==> config.mk <==
export PLATFORM = sky130hd
export DESIGN_NAME = weight_manager
export DESIGN_NICKNAME = d
export VERILOG_FILES = /design/src/weight_op_pkg.sv /design/src/weight_arith_pkg.sv /design/src/weight_store.sv /design/src/host_cmd_unit.sv /design/src/increment_engine.sv /design/src/weight_arbiter.sv /design/src/weight_manager.sv
export SDC_FILE = /design/constraint.sdc
export NUM_CORES = 2
export LEC_CHECK = 0
export BUFFER_PORTS_ARGS = -buffer_cell sky130_fd_sc_hd__buf_4
export CAP_MARGIN = 20
export CORE_UTILIZATION = 35
export CTS_CLUSTER_SIZE = 20
export DETAILED_ROUTE_END_ITERATION = 8
export PLACE_DENSITY_LB_ADDON = 0.12
export SLEW_MARGIN = 20
export SYNTH_ARGS = -nofsm -noshare
export SYNTH_HDL_FRONTEND = slang
export SYNTH_SLANG_ARGS = --single-unit
==> constraint.sdc <==
create_clock -name clk -period 7.05 [get_ports clk]
set_clock_uncertainty 0.1 [all_clocks]
set_input_delay 1.41 -clock clk [delete_from_list [all_inputs] [get_ports clk]]
set_output_delay 1.41 -clock clk [all_outputs]
set_load 0.1 [all_outputs]
==> src/weight_op_pkg.sv <==
package weight_op_pkg;

    // instruction word, top to bottom: opcode | lane index | column index
    typedef enum logic [1:0] {
        op_load      = 2'd0,
        op_read      = 2'd1,
        op_increment = 2'd2,
        op_nop       = 2'd3
    } weight_op_t;

    localparam int op_bits = 2; // width of the opcode field
    localparam int col_lsb = 0; // column index sits at the bottom

    // lane index starts right above the column bits
    function automatic int lane_lsb(int depth);
        return col_lsb + $clog2(depth);
    endfunction

    // opcode occupies the top bits
    function automatic int op_lsb(int lane_count, int depth);
        return lane_lsb(depth) + $clog2(lane_count);
    endfunction

endpackage

==> src/weight_arith_pkg.sv <==
package weight_arith_pkg;

    localparam int delta_bits = 2; // per-lane increment width

    typedef logic signed [delta_bits-1:0] delta_t; // -2 .. +1

    function automatic int w_max(int bits);
        return (1 << (bits - 1)) - 1;
    endfunction

    function automatic int w_min(int bits);
        return -(1 << (bits - 1));
    endfunction

    // clamp weight + delta to the signed range of a bits-wide weight
    function automatic int sat_add(int weight, delta_t delta, int bits);
        int sum;
        sum = weight + int'(delta);
        if (sum > w_max(bits)) return w_max(bits);
        if (sum < w_min(bits)) return w_min(bits);
        return sum;
    endfunction

endpackage

==> src/weight_store.sv <==
`timescale 1ns/1ps

module weight_store #(
    parameter int lane_count  = 16,
    parameter int depth       = 8,
    parameter int weight_bits = 8
) (
    input  logic                                         clk,
    input  logic                                         rst_n,
    input  logic                                         mem_we,
    input  logic [$clog2(lane_count)+$clog2(depth)-1:0]  mem_addr,
    input  logic [weight_bits-1:0]                       mem_wdata,
    output logic [weight_bits-1:0]                       mem_rdata
);

    localparam int entries = lane_count * depth;

    // address is {lane, column}
    logic [weight_bits-1:0] mem [entries];

    assign mem_rdata = mem[mem_addr]; // combinational read

    always_ff @(posedge clk or negedge rst_n) begin
        if (!rst_n) begin
            for (int i = 0; i < entries; i++) begin
                mem[i] <= '0;
            end
        end else if (mem_we) begin
            mem[mem_addr] <= mem_wdata;
        end
    end

endmodule

==> src/host_cmd_unit.sv <==
`timescale 1ns/1ps

module host_cmd_unit #(
    parameter int lane_count  = 16,
    parameter int depth       = 8,
    parameter int weight_bits = 8
) (
    input  logic                                                         clk,
    input  logic                                                         rst_n,
    input  logic [weight_op_pkg::op_bits+$clog2(lane_count)+$clog2(depth)-1:0] inst,
    input  logic [weight_bits-1:0]                                       data,
    input  logic                                                         exec,
    input  logic                                                         host_gnt,
    input  logic [weight_bits-1:0]                                       mem_rdata,
    output logic                                                         host_req,
    output logic                                                         host_we,
    output logic [$clog2(lane_count)+$clog2(depth)-1:0]                  host_addr,
    output logic [weight_bits-1:0]                                       host_wdata,
    output logic [weight_bits-1:0]                                       read_reg,
    output logic                                                         read_valid
);

    import weight_op_pkg::*;

    localparam int addr_bits = $clog2(lane_count) + $clog2(depth);
    localparam int opcode_lsb = op_lsb(lane_count, depth);

    weight_op_t opcode;
    logic       req_q;
    logic       we_q;
    logic       rd_hit;

    assign opcode = weight_op_t'(inst[opcode_lsb +: op_bits]);

    always_ff @(posedge clk or negedge rst_n) begin
        if (!rst_n) begin
            req_q <= 1'b0;
            we_q  <= 1'b0;
        end else begin
            req_q <= exec && (opcode == op_load || opcode == op_read); // one cycle only
            we_q  <= (opcode == op_load);
        end
    end

    always_ff @(posedge clk) begin
        if (exec) begin
            host_addr  <= inst[col_lsb +: addr_bits]; // {lane, column}
            host_wdata <= data;
        end
    end

    assign host_req = req_q;
    assign host_we  = we_q;
    assign rd_hit   = host_req && host_gnt && !host_we;

    always_ff @(posedge clk or negedge rst_n) begin
        if (!rst_n) begin
            read_reg   <= '0;
            read_valid <= 1'b0;
        end else begin
            read_valid <= rd_hit;
            if (rd_hit) read_reg <= mem_rdata;
        end
    end

endmodule

==> src/increment_engine.sv <==
`timescale 1ns/1ps

module increment_engine #(
    parameter int lane_count  = 16,
    parameter int depth       = 8,
    parameter int weight_bits = 8
) (
    input  logic                                                         clk,
    input  logic                                                         rst_n,
    input  logic [weight_op_pkg::op_bits+$clog2(lane_count)+$clog2(depth)-1:0] inst,
    input  logic [weight_arith_pkg::delta_bits*lane_count-1:0]           data,
    input  logic                                                         exec,
    input  logic                                                         eng_gnt,
    input  logic [weight_bits-1:0]                                       mem_rdata,
    output logic                                                         eng_req,
    output logic [$clog2(lane_count)+$clog2(depth)-1:0]                  eng_addr,
    output logic [weight_bits-1:0]                                       eng_wdata,
    output logic                                                         busy
);

    import weight_op_pkg::*;
    import weight_arith_pkg::*;

    localparam int lane_bits  = $clog2(lane_count);
    localparam int col_bits   = $clog2(depth);
    localparam int opcode_lsb = op_lsb(lane_count, depth);

    typedef enum logic {
        eng_idle,
        eng_walk
    } eng_state_t;

    eng_state_t                         state;
    logic [lane_bits-1:0]               lane_idx;
    logic [col_bits-1:0]                col_q;
    logic [delta_bits*lane_count-1:0]   delta_q;
    weight_op_t                         opcode;
    logic                               start;
    logic                               last_lane;
    delta_t                             lane_delta;
    int                                 sum_sat;

    assign opcode    = weight_op_t'(inst[opcode_lsb +: op_bits]);
    assign start     = exec && (opcode == op_increment) && (state == eng_idle);
    assign last_lane = (lane_idx == lane_bits'(lane_count - 1));

    always_ff @(posedge clk or negedge rst_n) begin
        if (!rst_n) begin
            state    <= eng_idle;
            lane_idx <= '0;
        end else begin
            case (state)
                eng_idle: begin
                    if (start) begin
                        state    <= eng_walk;
                        lane_idx <= '0;
                    end
                end
                eng_walk: begin
                    if (eng_gnt) begin // lane done this cycle
                        if (last_lane) begin
                            state <= eng_idle;
                        end else begin
                            lane_idx <= lane_idx + 1'b1;
                        end
                    end
                end
                default: state <= eng_idle;
            endcase
        end
    end

    // column and deltas latched with the accepted exec
    always_ff @(posedge clk) begin
        if (start) begin
            col_q   <= inst[col_lsb +: col_bits];
            delta_q <= data;
        end
    end

    assign lane_delta = delta_t'(delta_q[lane_idx*delta_bits +: delta_bits]);
    assign sum_sat    = sat_add(int'($signed(mem_rdata)), lane_delta, weight_bits);

    // read and write of the same lane share one granted cycle
    assign busy      = (state == eng_walk);
    assign eng_req   = busy;
    assign eng_addr  = {lane_idx, col_q};
    assign eng_wdata = sum_sat[weight_bits-1:0];

endmodule

==> src/weight_arbiter.sv <==
`timescale 1ns/1ps

module weight_arbiter #(
    parameter int lane_count  = 16,
    parameter int depth       = 8,
    parameter int weight_bits = 8
) (
    input  logic                                         host_req,
    input  logic                                         host_we,
    input  logic [$clog2(lane_count)+$clog2(depth)-1:0]  host_addr,
    input  logic [weight_bits-1:0]                       host_wdata,
    input  logic                                         eng_req,
    input  logic [$clog2(lane_count)+$clog2(depth)-1:0]  eng_addr,
    input  logic [weight_bits-1:0]                       eng_wdata,
    output logic                                         host_gnt,
    output logic                                         eng_gnt,
    output logic                                         mem_we,
    output logic [$clog2(lane_count)+$clog2(depth)-1:0]  mem_addr,
    output logic [weight_bits-1:0]                       mem_wdata
);

    // host always wins, engine waits
    assign host_gnt = host_req;
    assign eng_gnt  = eng_req && !host_req;

    always_comb begin
        if (host_req) begin
            mem_we    = host_we;
            mem_addr  = host_addr;
            mem_wdata = host_wdata;
        end else begin
            mem_we    = eng_gnt; // engine access is always a write
            mem_addr  = eng_addr;
            mem_wdata = eng_wdata;
        end
    end

endmodule

==> src/weight_manager.sv <==
`timescale 1ns/1ps

module weight_manager #(
    parameter int lane_count  = 16,
    parameter int depth       = 8,
    parameter int weight_bits = 8
) (
    input  logic                                                         clk,
    input  logic                                                         rst_n,
    input  logic [weight_op_pkg::op_bits+$clog2(lane_count)+$clog2(depth)-1:0] inst,
    input  logic [weight_arith_pkg::delta_bits*lane_count-1:0]           data,
    input  logic                                                         exec,
    output logic [weight_bits-1:0]                                       read_reg,
    output logic                                                         read_valid,
    output logic                                                         busy
);

    localparam int addr_bits = $clog2(lane_count) + $clog2(depth);

    logic                   host_req;
    logic                   host_we;
    logic [addr_bits-1:0]   host_addr;
    logic [weight_bits-1:0] host_wdata;
    logic                   host_gnt;
    logic                   eng_req;
    logic [addr_bits-1:0]   eng_addr;
    logic [weight_bits-1:0] eng_wdata;
    logic                   eng_gnt;
    logic                   mem_we;
    logic [addr_bits-1:0]   mem_addr;
    logic [weight_bits-1:0] mem_wdata;
    logic [weight_bits-1:0] mem_rdata;

    host_cmd_unit #(
        .lane_count(lane_count), .depth(depth), .weight_bits(weight_bits)
    ) u_host (
        .clk(clk), .rst_n(rst_n), .inst(inst),
        .data(data[weight_bits-1:0]), // load value in the low bits
        .exec(exec), .host_gnt(host_gnt), .mem_rdata(mem_rdata),
        .host_req(host_req), .host_we(host_we), .host_addr(host_addr),
        .host_wdata(host_wdata), .read_reg(read_reg), .read_valid(read_valid)
    );

    increment_engine #(
        .lane_count(lane_count), .depth(depth), .weight_bits(weight_bits)
    ) u_engine (
        .clk(clk), .rst_n(rst_n), .inst(inst), .data(data), .exec(exec),
        .eng_gnt(eng_gnt), .mem_rdata(mem_rdata), .eng_req(eng_req),
        .eng_addr(eng_addr), .eng_wdata(eng_wdata), .busy(busy)
    );

    weight_arbiter #(
        .lane_count(lane_count), .depth(depth), .weight_bits(weight_bits)
    ) u_arbiter (
        .host_req(host_req), .host_we(host_we), .host_addr(host_addr),
        .host_wdata(host_wdata), .eng_req(eng_req), .eng_addr(eng_addr),
        .eng_wdata(eng_wdata), .host_gnt(host_gnt), .eng_gnt(eng_gnt),
        .mem_we(mem_we), .mem_addr(mem_addr), .mem_wdata(mem_wdata)
    );

    weight_store #(
        .lane_count(lane_count), .depth(depth), .weight_bits(weight_bits)
    ) u_store (
        .clk(clk), .rst_n(rst_n), .mem_we(mem_we), .mem_addr(mem_addr),
        .mem_wdata(mem_wdata), .mem_rdata(mem_rdata)
    );

endmodule

# Word level (Yosys, flattened, before mapping)

Index checks and enable logic that the tools add are counted.

Bits in registers: 1090
Input port bits: 44
Output and inout bits: 10
Word-level logic and storage cells: 188

Add/sub/neg operators: 2
Order comparisons: 4
Equal/unequal tests: 6
Shifts and indexed selects: 1
Mux-type cells: 24
Bitwise logic cells: 2
Reduce and logical (&&, ||, !) cells: 11

Operators with widths:

| kind                | number |
|---|---|
| $bwmux 1024         | 1 |
| $bmux 8 s7          | 1 |
| $demux 8 s7         | 1 |
| $mux 8              | 7 |
| $shiftx 32x6->2     | 1 |
| $mux 7              | 2 |
| $mux 4              | 3 |
| $add 8x2->9         | 1 |
| $gt 9x8->1 const B  | 1 |
| $lt 9x8->1 const B  | 1 |
| $ge 8x8->1 const B  | 1 |
| $lt 8x1->1 const B  | 1 |
| $not 7->8           | 1 |
| $pmux 4 s2          | 1 |
| $mux 1              | 7 |
| $logic_and 1x1->1   | 6 |
| $add 4x1->4 const B | 1 |
| $eq 4x4->1 const B  | 1 |
| $ne 2x2->1 const B  | 2 |
| $reduce_and 3->1    | 1 |
| $eq 2x1->1 const B  | 1 |
| $eq 2x2->1 const B  | 1 |
| $logic_not 1->1     | 2 |
| $logic_not 2->1     | 1 |
| other kinds (4)     | 4 |

# Logic depth before layout (Yosys ltp)

Depth in word-level cells: 13
Mapped depth: 25
Gate-level depth less buffers: 18

# Hierarchy

Synthesis repeated with hierarchy kept, for this count alone.

Cell total of the unflattened synthesis: 3814
Area, all modules: 50280.7 µm²

Modules (own cells, without submodules):

| module           | instances | cells an instance | area an instance (µm²) | seq. area each (µm²) |
|---|---|---|---|---|
| weight_store     | 1         | 3589              | 47037.6                | 25624.6 |
| increment_engine | 1         | 167               | 2132.0                 | 1176.1 |
| host_cmd_unit    | 1         | 38                | 849.6                  | 725.7 |
| weight_arbiter   | 1         | 20                | 261.5                  | 0.0 |

# Worst setup path after synthesis

OpenSTA, ideal clock, no wires.

Kind: in2reg
From: input port inst[7] (netlist bit)
To: register u_engine.lane_idx[2]
Setup time: 0.137 ns
Arrival time: 5.700 ns
Setup slack: 1.113 ns
Cell stages on the path: 4
Buffers on the path: 0
Cell sequence: nor4bb_1 > a21oi_1 > o21ai_0 > o21ai_0

Longest elaborated chain between the ends: 5

RTL lines:

| item                           | RTL line               | RTL |
|---|---|---|
| from (decl)                    | weight_manager.sv:10   | `input logic [weight_op_pkg::op_bits+$clog2(lane_count)+$clog2(depth)-1:0] inst,` |
| $eq 2x2->1                     | increment_engine.sv:44 | `assign start = exec && (opcode == op_increment) && (state == eng_idle);` |
| $logic_and 1x1->1 (2 in a row) | increment_engine.sv:44 |  |
| $ne 2x1->1 (no line)           | n/a                    |  |
| $reduce_and 3->1 (no line)     | n/a                    |  |
| to (signal assigned)           | increment_engine.sv:64 | `lane_idx <= lane_idx + 1'b1;` |
| to (decl)                      | increment_engine.sv:34 | `logic [lane_bits-1:0] lane_idx;` |

Every way passes these cells.
A chain may end at the register's enable or synchronous reset.

# Final worst setup path

From: register u_host.req_q, in the netlist u_host.host_req
To: register u_store.mem[797] (netlist bit)

Longest elaborated chain between the ends: 13
Elaborated cells on any way between the ends: 25
Those cells by class: add/sub (1); order compare (4); mux (16); bitwise (1); reduce/logical (3)

RTL lines:

| item                                        | RTL line                                       | RTL |
|---|---|---|
| from (decl)                                 | host_cmd_unit.sv:29                            | `logic req_q;` |
| from (signal assigned)                      | host_cmd_unit.sv:40                            | `req_q <= exec && (opcode == op_load \|\| opcode == op_read);` |
| $mux 7 *                                    | weight_arbiter.sv:27                           | `if (host_req) begin` |
| $not 7->8 (implied by the code) *           | weight_store.sv:21                             | `assign mem_rdata = mem[mem_addr];` |
| $bmux 8 s7 *                                | weight_store.sv:21                             |  |
| $mux 8 (implied by the code) * (2 in a row) | weight_store.sv:21                             |  |
| net mem_rdata[0]                            | weight_manager.sv:32                           | `logic [weight_bits-1:0] mem_rdata;` |
| $add 8x2->9 *                               | weight_arith_pkg.sv:18                         | `sum = weight + int'(delta);` |
| $gt 9x8->1 or $lt 9x8->1 (tied branches)    | weight_arith_pkg.sv:19, weight_arith_pkg.sv:20 |  |
| $mux 7 or $mux 1 (tied branches)            | weight_arith_pkg.sv:19, weight_arith_pkg.sv:20 |  |
| $mux 8 or $mux 1 (tied branches)            | weight_arith_pkg.sv:20                         | `if (sum < w_min(bits)) return w_min(bits);` |
| $mux 8                                      | weight_arith_pkg.sv:21                         | `return sum;` |
| $mux 8 *                                    | weight_arith_pkg.sv:20                         |  |
| $mux 8 *                                    | weight_arbiter.sv:27                           |  |
| $bwmux 1024 *                               | weight_store.sv:29                             | `mem[mem_addr] <= mem_wdata;` |
| to (signal, indexed assignment)             | weight_store.sv:29                             |  |
| to (decl)                                   | weight_store.sv:19                             | `logic [weight_bits-1:0] mem [entries];` |

The timed path passes the listed nets; every way through them passes the cells marked *. The select of a mux whose other input is x is not followed.

==> results.md <==
Run status:
- The run finished with clean final reports.

STA:
- The number of pins with negative max-slew slack in the final report is 0.
- The smallest setup slack after layout is 0.226 ns.
- Setup repair after global routing left no endpoint under its margin.
- Setup total negative slack on the finished layout was measured at 0 ns.
- The final period utilization is 96.8%.
- The number of hold-slack violations in the final timing report is 0.
- The number of failing setup endpoints in the final timing report is 0.
- The slew at the pin with the worst max-slew slack is 1.21 ns.
- In this run the tightest slew margin relative to its limit is 19.2%.
- The worst path in the final design needs a cycle of 6.82 ns, including I/O delays and setup.
- The highest clock rate is 0.147 GHz.

GRT:
- The first global-routing pass estimated 245 mm of wire.
- The via count of the first global-routing pass is 36133.
- The initial antenna violation count is 1.
- The total congestion overflow is 0.
- The overall global routing resource usage is 23.4%.
- The largest net degree at the start of global routing is 151.

Power:
- The worst-case IR drop observed on VDD is 1.19 mV.
- The sum of internal, switching and leakage power is 25.5 mW.
- Dividing total power by cell area gives a power density of 466 nW/µm².
- The leakage component of the power is 23.7 nW.

Logic synthesis:
- Ranked by total cell area, the synthesized netlist is headed by dfrtp_1 (54%), o21ai_0 (12%), nand2_1 (11%).
- The mean instance size in the synthesized netlist is 9.33 µm².
- Of the total synthesized cell area, the portion taken by AND, OR, NAND and NOR gates is 14.4%.
- Yosys mapped a number of flops with a built-in enable equal to 50.
- The synthesized cell area is 48100 µm².
- The share of synthesized area in the top cell type comes to 54.1%.
- The xor/xnor cell area share of the yosys netlist is 0.109%.
- Summing the areas of all compound-gate instances in the mapped netlist gives 19.1% of the synthesized area.
- The adder-cell area share of the yosys netlist is 0.297%.
- The share of flip-flops with an asynchronous set or reset after synthesis is 95.4%.
- The main combinational cell family by area after synthesis is compound AO/OA/AOI/OAI gates.
- The post-synth net total is 5207.
- Sequential elements use 57.3% of the synthesized area.
- After synthesis the netlist holds a flip-flop and latch count of 1090.
- The dominant register cell in the synthesized netlist is dfrtp_1.
- The Yosys step of the flow raised 0 warnings.
- The count of different cell masters after synthesis is 60.
- The largest area contributor in the synthesized netlist is dfrtp_1.
- Of the post-synthesis cell area, the part taken by muxes is 4.86%.
- The cell count after synthesis is 5153.

Setup path:
- The biggest cell delay along the critical path is 0.91 ns.
- The cell with the largest stage delay on the worst path is nor3b_2.
- STA classifies the critical path startpoint as a flip-flop.
- The worst setup slack for register-to-register paths is 0.23 ns.
- At the worst endpoint, the arrival time is 7.34 ns.
- The critical path is of the flip-flop to flip-flop type.
- The largest fanout on the critical path is 29.
- Data on the critical path is required at its endpoint by 7.57 ns.
- The most repeated library cell on the critical path is buf_4.
- The sort of element at the end of the critical path is a flip-flop.
- Counting both buffers and inverters, the worst setup path holds a total of 6.
- Traced cell by cell, the critical path runs through nor3b_2, or2_4, buf_4, a222oi_1, o21ai_0, o31ai_1, a41oi_1, buf_4, or4_4, ha_1, inv_1, fa_1, nor2b_1, o21a_1, o21ai_1, a21oi_1, o31ai_1, buf_4, o21ai_0, o22ai_4, buf_12, buf_4, o21ai_0.
- The kind of cell adding the most delay to the critical path is compound AO/OA/AOI/OAI gates.

Final layout:
- The flip-flop count of the largest register after layout is 1024.
- The number of nets in the final layout is 5108.
- 0 antenna diodes ended up in the layout.
- The fraction of layout instances using a drive strength above 1 is 8.79%.
- In the final layout, the registers with the most flip-flops are u_store.mem x1024, u_engine.delta_q x32.
- The register with the most flip-flops in the final layout is u_store.mem.
- The cell area after layout is 54800 µm².
- The final core utilization is 40.4%.
- The area growth from synthesis to layout is 14.1%.

Floorplanning:
- The initial core utilization is 35.4%.
- The floorplan step defined a die boundary enclosing 139000 µm².
- Row generation in the floorplan step produced 135 rows.
- 54 I/O pins were placed.
- The die is 373 µm wide.
- The die span in y is 373 µm.
- After floorplanning, the core was sized to cover 136000 µm².

Worst hold path:
- In this run the worst hold path is classified as flip-flop to flip-flop.

Detailed routing:
- For this run, design rule violations remaining after detail routing come to 0.
- The violation count after the first detailed-routing iteration is 2978.
- The first detailed-routing pass took 8 iterations.
- The average routed wire per standard cell is 23.3 µm.
- The routed length on met1 is 75.6 mm.
- Across all layers, the routed design uses 37296 vias.
- The total length of routed met3 wires is 7.28 mm.
- Dividing the detail-routed via count by the number of cells gives 5.39.
- The top metal layer carrying routed signals is met4.
- The amount of wire on met2 after detailed routing is 74.6 mm.
- For this block, the routed nets add up to 162 mm of wire.
- The final antenna-violating net count is 0.

Placement:
- After detailed placement, the total cell area comes to 51000 µm².
- The minimum setup slack after placement is 0.299 ns.
- The sum of net half-perimeters after detailed placement is 99.1 mm.
- The quantity of I/O buffers inserted on ports is 53.
- The final weighted congestion of routability-driven global placement is 0.823.

Clock tree:
- After clock tree synthesis, the clock-pin slew on the worst setup and hold paths is 0.06 ns.
- Buffers added to address setup during post-CTS repair amount to 0.
- The clock insertion delay at the later pin of the skew report is 0.75 ns.
- Clock tree synthesis found a total of 1090 sinks.
- The maximum clock path buffer count is 3.
- The cell at the root of the clock tree is clkbuf_16.
- The hold-fix buffer count after cts is 0.
- The H-tree generated during clock tree synthesis spans 3 levels.
- The number of buffers added by the clock tree synthesis step is 120.
- The clock tree from TritonCTS is yes.
- Gates resized during post-CTS repair numbered 0.

Run:
- Max-cap violations in this run came to 0.
[report_power, final]
group          internal [mW]  switching (mW)  leakage (nW)
combinational           2.78            7.14          7.18
sequential              8.28            1.09          14.6
clock                   3.62            2.63          1.90
[synth_stat cells, types with 4 or more instances]
master and instances:
o211ai_1 6, a21oi_1 27, a221oi_1 7, a32o_1 6, dfrtp_1 1040, nand3_1 161
nand2_1 1471, ha_1 9, a31oi_1 4, buf_2 73, nor3_1 6, or2_1 4
or4_4 5, nor2_1 41, nand2b_1 5, and2_1 4, o22ai_1 188, mux2i_1 203
buf_4 13, nand3b_1 5, a222oi_1 10, a41oi_1 31, buf_1 18, a22oi_1 78
nand4_1 11, o21ai_0 1158, mux2_2 7, o31ai_1 96, clkbuf_1 331, nor4b_1 5
mux4_2 10, edfxtp_1 50, nor2b_1 4, inv_1 15
[through the flow]
stage / instances / hold WS [ns]
2_1_floorplan: 5153 / 0.342
3_3_place_gp: 6710 / 0.356
3_5_place_dp: 6711 / 0.363
4_1_cts: 6922 / 0.376
5_1_grt: 6924 / 0.391
6_report: 6924 / 0.369
[cells in the final DEF (no fill, tap or decap), drive strengths merged, types with 5 or more instances in the layout]
cell    synthesis  layout
nor4b           5       5
o21ai        1161    1161
o211ai          6       6
nand3b          5       5
a221oi          7       7
buf           107     216
dfrtp        1040    1040
mux2            7       7
o31ai          96      96
clkbuf        331     177
a32o            6       6
mux4           10      10
edfxtp         50      50
or2             4       5
nand2b          5       5
o22ai         188     188
clkinv          0      26
a22oi          78      78
a222oi         10      10
ha              9       9
nor3            6       6
a41oi          31      31
a21oi          27      27
nand3         161     161
nand4          11      11
inv            16      18
bufinv          0       6
or4             7       7
mux2i         203     203
nand2        1471    1471
nor2           42      42
o41ai           6       6
[cells by family after synthesis]
logic type | after synthesis
AND/OR/NAND/NOR | 1736
adder cells (fa/ha/maj) | 11
AO/OA/AOI/OAI | 1636
XOR/XNOR | 6
buffers and inverters | 454
flip-flops | 1090
multiplexers | 220
[final cells by class]
type	count	area, µm²
fill	13787	81000
tap	1781	2230
multi-input combinational	3610	19000
inverter	16	60.1
clock inverter	34	332
clock buffer	177	3510
timing repair buffer	216	2220
sequential	1090	27500
[layer usage]
| metal | vias up | GRT usage (%) |
|---|---|---|
| li1 | 17727 | - |
| met1 | 18554 | 33.1 |
| met2 | 798 | 37.4 |
| met3 | 217 | 3.55 |
| met4 | 0 | 6.13 |
| met5 | - | 0 |
[final timing paths]
kind,start,cells past startpoint,endpoint
min reg2reg,u_store.mem[920]$_DFFE_PN0P_,2,u_store.mem[920]$_DFFE_PN0P_
max in group asynchronous,rst_n,2,u_store.mem[95]$_DFFE_PN0P_
max,u_host.host_req$_DFF_PN0_,23,u_store.mem[797]$_DFFE_PN0P_
max reg2reg,u_host.host_req$_DFF_PN0_,23,u_store.mem[797]$_DFFE_PN0P_
min,u_store.mem[920]$_DFFE_PN0P_,2,u_store.mem[920]$_DFFE_PN0P_
min in group asynchronous,rst_n,1,u_store.mem[527]$_DFFE_PN0P_
[worst min-delay path, cell delays in order, from the launching register on]
cell and delay (ns):
dfrtp_1 0.33, nand2_1 0.04, o21ai_0 0.06
No activity file was read; power rests on OpenSTA's default activity.
